<file path="config.mk">
export PLATFORM = sky130hd
export DESIGN_NAME = dma_desc_top
export DESIGN_NICKNAME = d
export VERILOG_FILES = /design/src/hw/dma_cfg_pkg.sv /design/src/hw/dma_xfer_pkg.sv /design/src/hw/dma_mem_if.sv /design/src/hw/dma_xfer_if.sv /design/src/hw/dma_copy_engine.sv /design/src/hw/dma_desc_fetch.sv /design/src/hw/dma_desc_top.sv /design/src/hw/dma_mem_arbiter.sv /design/src/hw/dma_reg_block.sv
export SDC_FILE = /design/constraint.sdc
export NUM_CORES = 1
export LEC_CHECK = 0
export BUFFER_PORTS_ARGS = -buffer_cell sky130_fd_sc_hd__buf_2
export CORE_MARGIN = 5
export CORE_UTILIZATION = 55
export CTS_BUF_LIST = sky130_fd_sc_hd__clkbuf_4
export DETAILED_ROUTE_END_ITERATION = 8
export PLACE_DENSITY = 0.74
export SYNTH_ARGS = -nofsm -noshare
export SYNTH_HDL_FRONTEND = slang
export SYNTH_SLANG_ARGS = --single-unit
</file>
<file path="constraint.sdc">
create_clock -name clk_i -period 6.28 [get_ports clk_i]
set_input_delay 1.256 -clock clk_i [delete_from_list [all_inputs] [get_ports clk_i]]
set_output_delay 1.256 -clock clk_i [all_outputs]
set_load 0.02 [all_outputs]
</file>
<file path="src/hw/dma_cfg_pkg.sv">
// Register map and bus widths of the descriptor DMA
// Shared by the register block, the memory port and the top level

package dma_cfg_pkg;

  // Word width of the memory port and of the register bus
  localparam int unsigned DataWidth = 32;

  typedef logic [DataWidth-1:0] word_t;

  // Byte offsets, only the low nibble of the register address is decoded
  localparam int unsigned RegAddrBits = 4;

  typedef enum logic [RegAddrBits-1:0] {
    REG_QUEUE      = 4'h0,  // Write pushes a descriptor address
    REG_STATUS     = 4'h4,
    REG_DONE_COUNT = 4'h8,
    REG_IRQ_CLEAR  = 4'hC   // Bit 0 clears irq and overflow
  } reg_addr_e;

  // Bit positions in REG_STATUS
  localparam int unsigned StatBusy     = 0;
  localparam int unsigned StatFull     = 1;
  localparam int unsigned StatOverflow = 2;
  localparam int unsigned StatIrq      = 3;

endpackage

</file>
<file path="src/hw/dma_xfer_pkg.sv">
// Descriptor layout, completion codes and the state encodings of the
// fetcher and the copy engine

package dma_xfer_pkg;

  // Word offsets inside a 4-word descriptor
  typedef enum logic [1:0] {
    DESC_SRC    = 2'd0,
    DESC_DST    = 2'd1,
    DESC_CTRL   = 2'd2,
    DESC_STATUS = 2'd3
  } desc_word_e;

  // DESC_CTRL fields
  localparam int unsigned LenWidth   = 16;
  localparam int unsigned CtrlIrqBit = 31;

  typedef logic [LenWidth-1:0] len_t;

  typedef enum logic [31:0] {
    DESC_DONE     = 32'd1,
    DESC_REJECTED = 32'd2   // Zero length
  } desc_status_e;

  typedef enum logic [2:0] {
    FETCH_IDLE,
    FETCH_RD,
    FETCH_RD_WAIT,
    FETCH_JOB,
    FETCH_WB,
    FETCH_WB_WAIT
  } fetch_state_e;

  typedef enum logic [2:0] {
    COPY_IDLE,
    COPY_RD,
    COPY_RD_WAIT,
    COPY_WR,
    COPY_WR_WAIT,
    COPY_RSP
  } copy_state_e;

endpackage

</file>
<file path="src/hw/dma_mem_if.sv">
// Simple request/grant/response memory port
// Every granted access returns exactly one rvalid pulse
`timescale 1ns/1ps

interface dma_mem_if;
  logic               req;
  logic               we;
  dma_cfg_pkg::word_t addr;
  dma_cfg_pkg::word_t wdata;
  logic               gnt;
  logic               rvalid;
  dma_cfg_pkg::word_t rdata;

  modport master (
    output req, we, addr, wdata,
    input  gnt, rvalid, rdata
  );

  modport slave (
    input  req, we, addr, wdata,
    output gnt, rvalid, rdata
  );

endinterface

</file>
<file path="src/hw/dma_xfer_if.sv">
// Copy jobs from the descriptor fetcher to the copy engine and the
// in-order responses back, both as valid/ready channels
`timescale 1ns/1ps

interface dma_xfer_if;
  logic                 job_valid;
  logic                 job_ready;
  dma_cfg_pkg::word_t   job_src;
  dma_cfg_pkg::word_t   job_dst;
  dma_xfer_pkg::len_t   job_len;
  logic                 rsp_valid;
  logic                 rsp_ready;
  logic                 rsp_rejected;

  modport front (
    output job_valid, job_src, job_dst, job_len, rsp_ready,
    input  job_ready, rsp_valid, rsp_rejected
  );

  modport back (
    input  job_valid, job_src, job_dst, job_len, rsp_ready,
    output job_ready, rsp_valid, rsp_rejected
  );

endinterface

</file>
<file path="src/hw/dma_copy_engine.sv">
// Word-granular copy engine that reads each word from the source and then
// writes it to the destination. Zero-length jobs get no memory traffic
`timescale 1ns/1ps

module dma_copy_engine (
  input  logic      clk_i,
  input  logic      rst_n_i,
  dma_xfer_if.back  xfer,
  dma_mem_if.master mem
);
  dma_xfer_pkg::copy_state_e state_q;
  dma_xfer_pkg::len_t        len_q;
  dma_xfer_pkg::len_t        idx_q;
  dma_cfg_pkg::word_t        src_q;
  dma_cfg_pkg::word_t        dst_q;
  dma_cfg_pkg::word_t        data_q;
  dma_cfg_pkg::word_t        offset;
  logic                      rej_q;
  logic                      job_fire;

  assign job_fire = xfer.job_valid && xfer.job_ready;
  assign offset   = dma_cfg_pkg::word_t'({idx_q, 2'b00});

  assign xfer.job_ready    = (state_q == dma_xfer_pkg::COPY_IDLE);
  assign xfer.rsp_valid    = (state_q == dma_xfer_pkg::COPY_RSP);
  assign xfer.rsp_rejected = rej_q;

  assign mem.req   = (state_q == dma_xfer_pkg::COPY_RD) || (state_q == dma_xfer_pkg::COPY_WR);
  assign mem.we    = (state_q == dma_xfer_pkg::COPY_WR);
  assign mem.addr  = mem.we ? dst_q + offset : src_q + offset;
  assign mem.wdata = data_q;

  always_ff @(posedge clk_i or negedge rst_n_i) begin
    if (!rst_n_i) begin
      state_q <= dma_xfer_pkg::COPY_IDLE;
      idx_q   <= '0;
      rej_q   <= 1'b0;
    end else begin
      unique case (state_q)
        dma_xfer_pkg::COPY_IDLE: begin
          if (job_fire) begin
            idx_q   <= '0;
            rej_q   <= (xfer.job_len == '0);
            state_q <= (xfer.job_len == '0) ? dma_xfer_pkg::COPY_RSP : dma_xfer_pkg::COPY_RD;
          end
        end
        dma_xfer_pkg::COPY_RD: begin
          if (mem.gnt) state_q <= dma_xfer_pkg::COPY_RD_WAIT;
        end
        dma_xfer_pkg::COPY_RD_WAIT: begin
          if (mem.rvalid) state_q <= dma_xfer_pkg::COPY_WR;
        end
        dma_xfer_pkg::COPY_WR: begin
          if (mem.gnt) state_q <= dma_xfer_pkg::COPY_WR_WAIT;
        end
        dma_xfer_pkg::COPY_WR_WAIT: begin
          if (mem.rvalid) begin
            idx_q   <= idx_q + 1'b1;
            state_q <= (idx_q + 1'b1 == len_q) ? dma_xfer_pkg::COPY_RSP : dma_xfer_pkg::COPY_RD;
          end
        end
        dma_xfer_pkg::COPY_RSP: begin
          if (xfer.rsp_ready) state_q <= dma_xfer_pkg::COPY_IDLE;
        end
        default: state_q <= dma_xfer_pkg::COPY_IDLE;
      endcase
    end
  end

  always_ff @(posedge clk_i) begin
    if (job_fire) begin
      src_q <= xfer.job_src;
      dst_q <= xfer.job_dst;
      len_q <= xfer.job_len;
    end
    if ((state_q == dma_xfer_pkg::COPY_RD_WAIT) && mem.rvalid) data_q <= mem.rdata;
  end

  // Accesses stay inside the job, so a zero-length job never reaches the bus
  assert property (@(posedge clk_i) disable iff (!rst_n_i)
    mem.req |-> idx_q < len_q);

endmodule

</file>
<file path="src/hw/dma_desc_fetch.sv">
// Descriptor fetcher: reads src, dst and ctrl of a queued descriptor, hands the
// copy job on and later writes the completion code into DESC_STATUS
`timescale 1ns/1ps

module dma_desc_fetch #(
  parameter int unsigned PendingDepth = 2
) (
  input  logic               clk_i,
  input  logic               rst_n_i,
  input  logic               desc_valid_i,
  input  dma_cfg_pkg::word_t desc_addr_i,
  output logic               desc_ready_o,
  output logic               done_o,
  output logic               done_irq_o,
  output logic               busy_o,
  dma_mem_if.master          mem,
  dma_xfer_if.front          xfer
);
  localparam int unsigned PtrW = (PendingDepth > 1) ? $clog2(PendingDepth) : 1;
  localparam int unsigned CntW = $clog2(PendingDepth + 1);

  dma_xfer_pkg::fetch_state_e state_q;
  dma_xfer_pkg::desc_word_e   idx_q;
  dma_cfg_pkg::word_t         cur_addr_q;
  dma_cfg_pkg::word_t         src_q;
  dma_cfg_pkg::word_t         dst_q;
  dma_cfg_pkg::word_t         ctrl_q;
  dma_cfg_pkg::word_t         pend_addr_q [PendingDepth];
  logic                       pend_irq_q [PendingDepth];
  logic [PtrW-1:0]            pend_wr_q;
  logic [PtrW-1:0]            pend_rd_q;
  logic [CntW-1:0]            pend_cnt_q;
  logic                       rsp_hold_q;
  logic                       rsp_rej_q;
  logic                       pop_desc;
  logic                       job_fire;
  logic                       rsp_fire;
  logic                       wb_phase;

  // Pending write-backs go first, new descriptors only while the list has room
  assign desc_ready_o = (state_q == dma_xfer_pkg::FETCH_IDLE) && !rsp_hold_q
                        && (pend_cnt_q != CntW'(PendingDepth));
  assign pop_desc     = desc_valid_i && desc_ready_o;
  assign job_fire     = xfer.job_valid && xfer.job_ready;
  assign rsp_fire     = xfer.rsp_valid && xfer.rsp_ready;

  assign xfer.job_valid = (state_q == dma_xfer_pkg::FETCH_JOB);
  assign xfer.job_src   = src_q;
  assign xfer.job_dst   = dst_q;
  assign xfer.job_len   = ctrl_q[dma_xfer_pkg::LenWidth-1:0];
  assign xfer.rsp_ready = !rsp_hold_q;  // One latched response at a time

  assign wb_phase  = (state_q == dma_xfer_pkg::FETCH_WB);
  assign mem.req   = (state_q == dma_xfer_pkg::FETCH_RD) || wb_phase;
  assign mem.we    = wb_phase;
  assign mem.addr  = wb_phase
                     ? pend_addr_q[pend_rd_q] + {dma_xfer_pkg::DESC_STATUS, 2'b00}
                     : cur_addr_q + {idx_q, 2'b00};
  assign mem.wdata = rsp_rej_q ? dma_xfer_pkg::DESC_REJECTED : dma_xfer_pkg::DESC_DONE;

  assign done_o     = (state_q == dma_xfer_pkg::FETCH_WB_WAIT) && mem.rvalid;
  assign done_irq_o = done_o && pend_irq_q[pend_rd_q];
  assign busy_o     = (state_q != dma_xfer_pkg::FETCH_IDLE) || (pend_cnt_q != '0);

  always_ff @(posedge clk_i or negedge rst_n_i) begin
    if (!rst_n_i) begin
      state_q    <= dma_xfer_pkg::FETCH_IDLE;
      idx_q      <= dma_xfer_pkg::DESC_SRC;
      pend_wr_q  <= '0;
      pend_rd_q  <= '0;
      pend_cnt_q <= '0;
      rsp_hold_q <= 1'b0;
      rsp_rej_q  <= 1'b0;
    end else begin
      if (rsp_fire) begin
        rsp_hold_q <= 1'b1;
        rsp_rej_q  <= xfer.rsp_rejected;
      end
      if (job_fire) begin
        pend_wr_q <= (pend_wr_q == PtrW'(PendingDepth - 1)) ? '0 : pend_wr_q + 1'b1;
      end
      if (done_o) begin
        pend_rd_q  <= (pend_rd_q == PtrW'(PendingDepth - 1)) ? '0 : pend_rd_q + 1'b1;
        rsp_hold_q <= 1'b0;
      end
      pend_cnt_q <= pend_cnt_q + CntW'(job_fire) - CntW'(done_o);

      unique case (state_q)
        dma_xfer_pkg::FETCH_IDLE: begin
          if (rsp_hold_q) begin
            state_q <= dma_xfer_pkg::FETCH_WB;
          end else if (pop_desc) begin
            state_q <= dma_xfer_pkg::FETCH_RD;
            idx_q   <= dma_xfer_pkg::DESC_SRC;
          end
        end
        dma_xfer_pkg::FETCH_RD: begin
          if (mem.gnt) state_q <= dma_xfer_pkg::FETCH_RD_WAIT;
        end
        dma_xfer_pkg::FETCH_RD_WAIT: begin
          if (mem.rvalid) begin
            if (idx_q == dma_xfer_pkg::DESC_CTRL) begin
              state_q <= dma_xfer_pkg::FETCH_JOB;
            end else begin
              idx_q   <= dma_xfer_pkg::desc_word_e'(idx_q + 1'b1);
              state_q <= dma_xfer_pkg::FETCH_RD;
            end
          end
        end
        dma_xfer_pkg::FETCH_JOB: begin
          if (job_fire) state_q <= dma_xfer_pkg::FETCH_IDLE;
        end
        dma_xfer_pkg::FETCH_WB: begin
          if (mem.gnt) state_q <= dma_xfer_pkg::FETCH_WB_WAIT;
        end
        dma_xfer_pkg::FETCH_WB_WAIT: begin
          if (mem.rvalid) state_q <= dma_xfer_pkg::FETCH_IDLE;
        end
        default: state_q <= dma_xfer_pkg::FETCH_IDLE;
      endcase
    end
  end

  always_ff @(posedge clk_i) begin
    if (pop_desc) cur_addr_q <= desc_addr_i;
    if ((state_q == dma_xfer_pkg::FETCH_RD_WAIT) && mem.rvalid) begin
      case (idx_q)
        dma_xfer_pkg::DESC_SRC: src_q  <= mem.rdata;
        dma_xfer_pkg::DESC_DST: dst_q  <= mem.rdata;
        default:                ctrl_q <= mem.rdata;
      endcase
    end
    if (job_fire) begin
      pend_addr_q[pend_wr_q] <= cur_addr_q;
      pend_irq_q[pend_wr_q]  <= ctrl_q[dma_xfer_pkg::CtrlIrqBit];
    end
  end

  // The copy engine only answers jobs it was given, so the pop at write-back
  // always finds an entry
  assert property (@(posedge clk_i) disable iff (!rst_n_i)
    rsp_fire |-> pend_cnt_q != '0);

endmodule

</file>
<file path="src/hw/dma_desc_top.sv">
// Top level of the descriptor DMA: register slave, fetcher, copy engine and
// memory arbiter, with the shared memory port brought out as plain ports
`timescale 1ns/1ps

module dma_desc_top #(
  parameter int unsigned QueueDepth   = 4,
  parameter int unsigned PendingDepth = 2
) (
  input  logic               clk_i,
  input  logic               rst_n_i,
  input  logic               reg_valid_i,
  input  logic               reg_write_i,
  input  dma_cfg_pkg::word_t reg_addr_i,
  input  dma_cfg_pkg::word_t reg_wdata_i,
  output logic               reg_rvalid_o,
  output dma_cfg_pkg::word_t reg_rdata_o,
  output logic               irq_o,
  output logic               mem_req_o,
  output logic               mem_we_o,
  output dma_cfg_pkg::word_t mem_addr_o,
  output dma_cfg_pkg::word_t mem_wdata_o,
  input  logic               mem_gnt_i,
  input  logic               mem_rvalid_i,
  input  dma_cfg_pkg::word_t mem_rdata_i
);
  logic               desc_valid;
  dma_cfg_pkg::word_t desc_addr;
  logic               desc_ready;
  logic               done;
  logic               done_irq;
  logic               busy;

  dma_mem_if  fetch_mem ();
  dma_mem_if  copy_mem ();
  dma_mem_if  mem_bus ();
  dma_xfer_if xfer ();

  dma_reg_block #(
    .QueueDepth ( QueueDepth )
  ) i_reg_block (
    .clk_i,
    .rst_n_i,
    .reg_valid_i,
    .reg_write_i,
    .reg_addr_i,
    .reg_wdata_i,
    .reg_rvalid_o,
    .reg_rdata_o,
    .desc_valid_o ( desc_valid ),
    .desc_addr_o  ( desc_addr  ),
    .desc_ready_i ( desc_ready ),
    .done_i       ( done       ),
    .done_irq_i   ( done_irq   ),
    .busy_i       ( busy       ),
    .irq_o
  );

  dma_desc_fetch #(
    .PendingDepth ( PendingDepth )
  ) i_desc_fetch (
    .clk_i,
    .rst_n_i,
    .desc_valid_i ( desc_valid ),
    .desc_addr_i  ( desc_addr  ),
    .desc_ready_o ( desc_ready ),
    .done_o       ( done       ),
    .done_irq_o   ( done_irq   ),
    .busy_o       ( busy       ),
    .mem          ( fetch_mem  ),
    .xfer         ( xfer       )
  );

  dma_copy_engine i_copy_engine (
    .clk_i,
    .rst_n_i,
    .xfer ( xfer     ),
    .mem  ( copy_mem )
  );

  dma_mem_arbiter i_mem_arbiter (
    .clk_i,
    .rst_n_i,
    .fetch_mem ( fetch_mem ),
    .copy_mem  ( copy_mem  ),
    .mem       ( mem_bus   )
  );

  assign mem_req_o      = mem_bus.req;
  assign mem_we_o       = mem_bus.we;
  assign mem_addr_o     = mem_bus.addr;
  assign mem_wdata_o    = mem_bus.wdata;
  assign mem_bus.gnt    = mem_gnt_i;
  assign mem_bus.rvalid = mem_rvalid_i;
  assign mem_bus.rdata  = mem_rdata_i;

endmodule

</file>
<file path="src/hw/dma_mem_arbiter.sv">
// Round-robin arbiter putting the fetcher and the copy engine on one memory port
// The winner owns the port from grant until its rvalid comes back
`timescale 1ns/1ps

module dma_mem_arbiter (
  input  logic      clk_i,
  input  logic      rst_n_i,
  dma_mem_if.slave  fetch_mem,
  dma_mem_if.slave  copy_mem,
  dma_mem_if.master mem
);
  logic busy_q;  // Access outstanding
  logic last_q;  // Last winner and current owner (1 is the copy engine)
  logic sel;

  // On contention the master that did not win last goes first
  assign sel = (fetch_mem.req && copy_mem.req) ? !last_q : copy_mem.req;

  assign mem.req   = !busy_q && (sel ? copy_mem.req : fetch_mem.req);
  assign mem.we    = sel ? copy_mem.we    : fetch_mem.we;
  assign mem.addr  = sel ? copy_mem.addr  : fetch_mem.addr;
  assign mem.wdata = sel ? copy_mem.wdata : fetch_mem.wdata;

  assign fetch_mem.gnt = mem.req && mem.gnt && !sel;
  assign copy_mem.gnt  = mem.req && mem.gnt && sel;

  assign fetch_mem.rvalid = busy_q && mem.rvalid && !last_q;
  assign copy_mem.rvalid  = busy_q && mem.rvalid && last_q;
  assign fetch_mem.rdata  = last_q ? '0 : mem.rdata;
  assign copy_mem.rdata   = last_q ? mem.rdata : '0;

  always_ff @(posedge clk_i or negedge rst_n_i) begin
    if (!rst_n_i) begin
      busy_q <= 1'b0;
      last_q <= 1'b0;
    end else if (mem.req && mem.gnt) begin
      busy_q <= 1'b1;
      last_q <= sel;
    end else if (mem.rvalid) begin
      busy_q <= 1'b0;
    end
  end

  // A response only arrives for an open access and so always has an owner
  assert property (@(posedge clk_i) disable iff (!rst_n_i)
    mem.rvalid |-> busy_q);

endmodule

</file>
<file path="src/hw/dma_reg_block.sv">
// Register slave of the DMA holding the descriptor-address queue, the done counter
// and the irq state. Writes take effect at once and reads answer one cycle later
`timescale 1ns/1ps

module dma_reg_block #(
  parameter int unsigned QueueDepth = 4
) (
  input  logic               clk_i,
  input  logic               rst_n_i,
  input  logic               reg_valid_i,
  input  logic               reg_write_i,
  input  dma_cfg_pkg::word_t reg_addr_i,
  input  dma_cfg_pkg::word_t reg_wdata_i,
  output logic               reg_rvalid_o,
  output dma_cfg_pkg::word_t reg_rdata_o,
  output logic               desc_valid_o,
  output dma_cfg_pkg::word_t desc_addr_o,
  input  logic               desc_ready_i,
  input  logic               done_i,
  input  logic               done_irq_i,
  input  logic               busy_i,
  output logic               irq_o
);
  localparam int unsigned PtrW = (QueueDepth > 1) ? $clog2(QueueDepth) : 1;
  localparam int unsigned CntW = $clog2(QueueDepth + 1);

  dma_cfg_pkg::word_t     fifo_q [QueueDepth];
  logic [PtrW-1:0]        wr_ptr_q;
  logic [PtrW-1:0]        rd_ptr_q;
  logic [CntW-1:0]        count_q;
  dma_cfg_pkg::word_t     done_cnt_q;
  logic                   overflow_q;
  logic                   irq_q;
  dma_cfg_pkg::reg_addr_e reg_addr;
  dma_cfg_pkg::word_t     status;
  logic                   reg_wr;
  logic                   q_write;
  logic                   irq_clear;
  logic                   full;
  logic                   push;
  logic                   pop;

  assign reg_addr  = dma_cfg_pkg::reg_addr_e'(reg_addr_i[dma_cfg_pkg::RegAddrBits-1:0]);
  assign reg_wr    = reg_valid_i && reg_write_i;
  assign q_write   = reg_wr && (reg_addr == dma_cfg_pkg::REG_QUEUE);
  assign irq_clear = reg_wr && (reg_addr == dma_cfg_pkg::REG_IRQ_CLEAR) && reg_wdata_i[0];

  assign full         = (count_q == CntW'(QueueDepth));
  assign push         = q_write && !full;  // Writes to a full queue are dropped
  assign pop          = desc_valid_o && desc_ready_i;
  assign desc_valid_o = (count_q != '0);
  assign desc_addr_o  = fifo_q[rd_ptr_q];
  assign irq_o        = irq_q;

  always_comb begin
    status = '0;
    status[dma_cfg_pkg::StatBusy]     = busy_i || desc_valid_o;
    status[dma_cfg_pkg::StatFull]     = full;
    status[dma_cfg_pkg::StatOverflow] = overflow_q;
    status[dma_cfg_pkg::StatIrq]      = irq_q;
  end

  always_ff @(posedge clk_i or negedge rst_n_i) begin
    if (!rst_n_i) begin
      wr_ptr_q     <= '0;
      rd_ptr_q     <= '0;
      count_q      <= '0;
      done_cnt_q   <= '0;
      overflow_q   <= 1'b0;
      irq_q        <= 1'b0;
      reg_rvalid_o <= 1'b0;
    end else begin
      if (push) begin
        wr_ptr_q <= (wr_ptr_q == PtrW'(QueueDepth - 1)) ? '0 : wr_ptr_q + 1'b1;
      end
      if (pop) begin
        rd_ptr_q <= (rd_ptr_q == PtrW'(QueueDepth - 1)) ? '0 : rd_ptr_q + 1'b1;
      end
      count_q <= count_q + CntW'(push) - CntW'(pop);
      if (done_i) begin
        done_cnt_q <= done_cnt_q + 1'b1;
      end
      if (q_write && full) begin
        overflow_q <= 1'b1;
      end else if (irq_clear) begin
        overflow_q <= 1'b0;
      end
      // A new completion wins over a clear in the same cycle
      if (done_i && done_irq_i) begin
        irq_q <= 1'b1;
      end else if (irq_clear) begin
        irq_q <= 1'b0;
      end
      reg_rvalid_o <= reg_valid_i && !reg_write_i;
    end
  end

  always_ff @(posedge clk_i) begin
    if (push) begin
      fifo_q[wr_ptr_q] <= reg_wdata_i;
    end
    if (reg_valid_i && !reg_write_i) begin
      case (reg_addr)
        dma_cfg_pkg::REG_STATUS:     reg_rdata_o <= status;
        dma_cfg_pkg::REG_DONE_COUNT: reg_rdata_o <= done_cnt_q;
        default:                     reg_rdata_o <= '0;
      endcase
    end
  end

  // The level never passes the depth and a full queue has its write pointer
  // on the oldest entry, so no push ever lands on a full queue
  assert property (@(posedge clk_i) disable iff (!rst_n_i)
    (count_q <= CntW'(QueueDepth)) && (!full || (wr_ptr_q == rd_ptr_q)));

endmodule

</file>
==> out/qor.tcl <==
set qor(grt_setup_unrepaired) {false}
set qor(mappedNetlistNets) 1838
set qor(timing.fmax_ghz) 0.1676
set qor(detail-route-antenna-nets) 0
set qor(grt_overflow_total) 0
set qor(p_leak_nw) 9.872
set qor(final_count_of_pins_violating_max_slew) 0
set qor(worst_skew_pair.late_latency_ns) 0.95
set qor(final_net_count) 2107
set qor(async_reset_ff_share_pct) 14.26
set qor(cts-buffers-inserted) 134
set qor(clock_sinks) 526
set qor(gp_routability_congestion) 0.9244
set qor(critPathKind) {reg2out}
set qor(routedWlPerCell_um) 19.14
set qor(synthSimpleGateAreaFrac_pct) 13.26
set qor(ys_seq_elements) 526
set qor(share_of_the_synthesized_area_in_compound_gates_ao_oa_aoi_oai_pct) 5.963
set qor(htree_num_levels) 4
set qor(final_critical_path_setup_slack_ns) 0.3117
set qor(grt_pass1_vias) 14880
set qor(power.combinational.fraction_pct) 28.3
set qor(layout_min_cycle_time_ns) 5.968
set qor(min_period_over_period_pct) 95.04
set qor(start_util_pct) 55.53
set qor(netlist_top_cells_count) {sky130_fd_sc_hd__edfxtp_1, sky130_fd_sc_hd__nand2_1, sky130_fd_sc_hd__xnor2_1}
set qor(vdd_drop_max_mv) 0.2937
set qor(intPower_mw) 6.621
set qor(cts.root.buffer_cell) {sky130_fd_sc_hd__clkbuf_4}
set qor(setup_viol_count_final) 0
set qor(hold_viol) 0
set qor(worst_ep_required_time_ns) 5.02
set qor(largest_reg_flops) 128
set qor(placement.io_buffers) 173
set qor(dr.first_iter.drc_count) 1238
set qor(slew_headroom_pct) 24.01
set qor(launching_instance_or_port_of_the_critical_path) {i_copy_engine.state_q[2]}
set qor(ys_warn_count) 0
set qor(detail_route.drc_violations) 0
set qor(ys.flop_type) {sky130_fd_sc_hd__edfxtp_1}
set qor(timing.rr.start) {i_copy_engine.state_q[0]}
set qor(p_switching_mw) 3.417
set qor(share_of_synthesized_cell_area_in_full_adder_half_adder_and_majority_cells_pct) 2.031
set qor(power.density_cell_area_nw_per_um2) 378.1
set qor(synth_top_area_share_pct) 58.14
set qor(avgSynthCellArea_sq_um) 13.70
set qor(min_path_type) {reg2reg}
set qor(post_route_cells_drive_above_1_share_pct) 23.07
set qor(finalClockSkew_ns) 0.05426
set qor(flow.area_growth_from_synthesis_pct) 13.99
set qor(antenna_found_initial) 3
set qor(hold_path.startpoint) {i_desc_fetch.xfer.job_src[11]}
set qor(synth_xor_xnor_area_share_pct) 5.452
set qor(synth_top_area_cell) {sky130_fd_sc_hd__edfxtp_1}
set qor(power.switching_fraction_pct) 34.04
set qor(run_status) {finished, final reports clean}
set qor(max_slew.worst_pin.slew_ns) 1.137
set qor(post_synth_main_area_contributors) {sky130_fd_sc_hd__edfxtp_1, sky130_fd_sc_hd__dfrtp_1, sky130_fd_sc_hd__xnor2_1, sky130_fd_sc_hd__mux4_2, sky130_fd_sc_hd__nand2_1}
set qor(cp-end-kind) {primary output}
set qor(grt_util_all_layers_pct) 21.62
set qor(detail_route.wirelength_mm) 49.85
set qor(maxCapViolations) 0
set qor(syn-cell-area_sq_um) 23290
set qor(die_x_um) 215.8
set qor(die_h_um) 215.8
set qor(synthMuxAreaShare_pct) 5.237
set qor(iteration_count_of_the_initial_detailed_routing_pass) 5
set qor(design.portCount) 202
set qor(worstPathMaxFanout) 16
set qor(clk_path_buf_depth) 3
set qor(vias) 14770
set qor(regMostFlops) {i_reg_block.fifo_q}
set qor(placement.setup.worst_slack_ns) 0.8468
set qor(post_cts_hold_buffer_count) 0
set qor(synth_edf_count) 451
set qor(rows) 75
set qor(global_route_wire_length_before_repair_mm) 78.80
set qor(critPathLaunchType) {flip-flop}
set qor(register_area_share_after_synthesis_pct) 66.20
set qor(worst-endpoint-arrival_ns) 4.71
set qor(detailed_place_hpwl_mm) 33.06
set qor(postSynthCellCount) 1700
set qor(clock_pin_slew_on_the_worst_setup_and_hold_paths_ns) 0.07
set qor(seq_power_share_pct) 42.2
set qor(final.setup.tns_ns) 0
set qor(clock_power_share_pct) 29.4
set qor(largest_registers) {i_reg_block.fifo_q (128), i_desc_fetch.pend_addr_q (64)}
set qor(grt_start_max_net_pins) 76
set qor(cts_tree) {built}
set qor(synth.distinct_cells) 75
set qor(die_area_sq_um) 46570
set qor(largest_family_of_logic_cells_by_synthesized_area) {simple AND/OR/NAND/NOR gates}
set qor(coreArea_sq_um) 41950
set qor(synthMostInstantiatedCell) {sky130_fd_sc_hd__edfxtp_1}
set qor(vias_per_cell) 5.672
## through the flow
step | utilization [%] | instance area, sq um | hold WS [ns] | total power, mW | cells
floorplan | - | 23290 | 0.4003 | 6.163 | 1700
global placement | 59.03 | 24760 | 0.4003 | 7.070 | 2368
detailed placement | 59.03 | 24760 | 0.4045 | 7.130 | 2368
CTS | 63.18 | 26500 | 0.4010 | 10.12 | 2598
global route | 63.29 | 26550 | 0.4094 | 10.60 | 2603
finish | 63.30 | 26550 | 0.3899 | 10.04 | 2604
## worst max-delay path: stages (launching register included)
cell and delay (ns):
sky130_fd_sc_hd__dfrtp_1 0.52, sky130_fd_sc_hd__and3b_4 0.53, sky130_fd_sc_hd__nand2_1 0.09, sky130_fd_sc_hd__nand2_1 0.11, sky130_fd_sc_hd__ha_1 0.23, sky130_fd_sc_hd__inv_1 0.07, sky130_fd_sc_hd__fa_1 0.40, sky130_fd_sc_hd__nor2b_1 0.17
sky130_fd_sc_hd__o31a_1 0.18, sky130_fd_sc_hd__o21ai_0 0.18, sky130_fd_sc_hd__a211oi_2 0.26, sky130_fd_sc_hd__buf_4 0.17, sky130_fd_sc_hd__buf_4 0.12, sky130_fd_sc_hd__o21ai_0 0.09, sky130_fd_sc_hd__xnor2_1 0.18, sky130_fd_sc_hd__o21ai_0 0.27
sky130_fd_sc_hd__buf_2 0.23
## cell type report
| class | count | area (sq um) |
|---|---|---|
| Inverter | 34 | 127.6 |
| Timing Repair Buffer | 201 | 1082 |
| Multi-Input combinational cell | 1072 | 7498 |
| Antenna cell | 2 | 5.005 |
| Sequential cell | 526 | 15420 |
| Fill cell | 3084 | 15400 |
| Tap cell | 539 | 674.4 |
| Clock inverter | 45 | 349.1 |
| Clock buffer | 185 | 1389 |
## layout by cell type (no fill, tap or decap), drive strengths merged, types with 8 or more instances in the layout
cell      n
clkbuf  185
nand4    29
inv      36
buf     201
o22ai     9
and2     74
mux2i    42
a21oi    49
a22oi     8
and3     44
nor2     80
ha       33
edfxtp  451
mux4     32
o31ai    13
nor3     31
xnor2    83
nor4     14
nand3    49
clkinv   33
dfrtp    75
xor2     62
a31oi    12
nor2b    43
nand2   178
o21ai    67
nand3b   13
o211ai   17
## logic make-up (layout without fill, tap and decap cells)
family,count (synthesis),count (layout)
compound gates,220,220
simple gates,590,590
buf+inv,102,465
flops,526,526
xor+xnor,145,145
mux,81,81
fa+ha+maj,36,36
other cells,0,2
## per-layer routing
layer	up-vias	wire length [um]	global-route usage (%)
met4	2	1514	9.174
met2	530	23960	34.01
li1	6939	-	-
met3	93	3642	6.334
met1	7206	20720	28.42
met5	-	13	0
## power by group through the flow
| stage | Combinational (mW) | Sequential (mW) | Clock [mW] |
|---|---|---|---|
| 6_report | 2.85 | 4.24 | 2.95 |
| 3_5_place_dp | 2.82 | 4.31 | 0 |
| 5_1_grt | 3.07 | 4.27 | 3.26 |
| 2_1_floorplan | 1.98 | 4.18 | 0 |
| 4_1_cts | 2.83 | 4.24 | 3.05 |
| 3_3_place_gp | 2.77 | 4.30 | 0 |
## timing repair
item / in CTS / in global routing
pin swaps: 1 / 1
resized for setup: 2 / 3
setup buffers: 0 / 4
endpoints found under the setup margin: 11 / 12
## worst paths after layout
path,endpoint,slack [ns],depth (start not counted)
max in group asynchronous,i_mem_arbiter.last_q,5.08,1
min in group asynchronous,i_reg_block.reg_rvalid_o,0.49,1
setup / recovery,mem_addr_o[26],0.31,16
hold reg to reg,i_copy_engine.src_q[11],0.39,0
setup reg to reg,i_copy_engine.idx_q[13],2.91,7
hold / removal,i_copy_engine.src_q[11],0.39,0
Note: power is estimated with default switching activity, not from simulation.
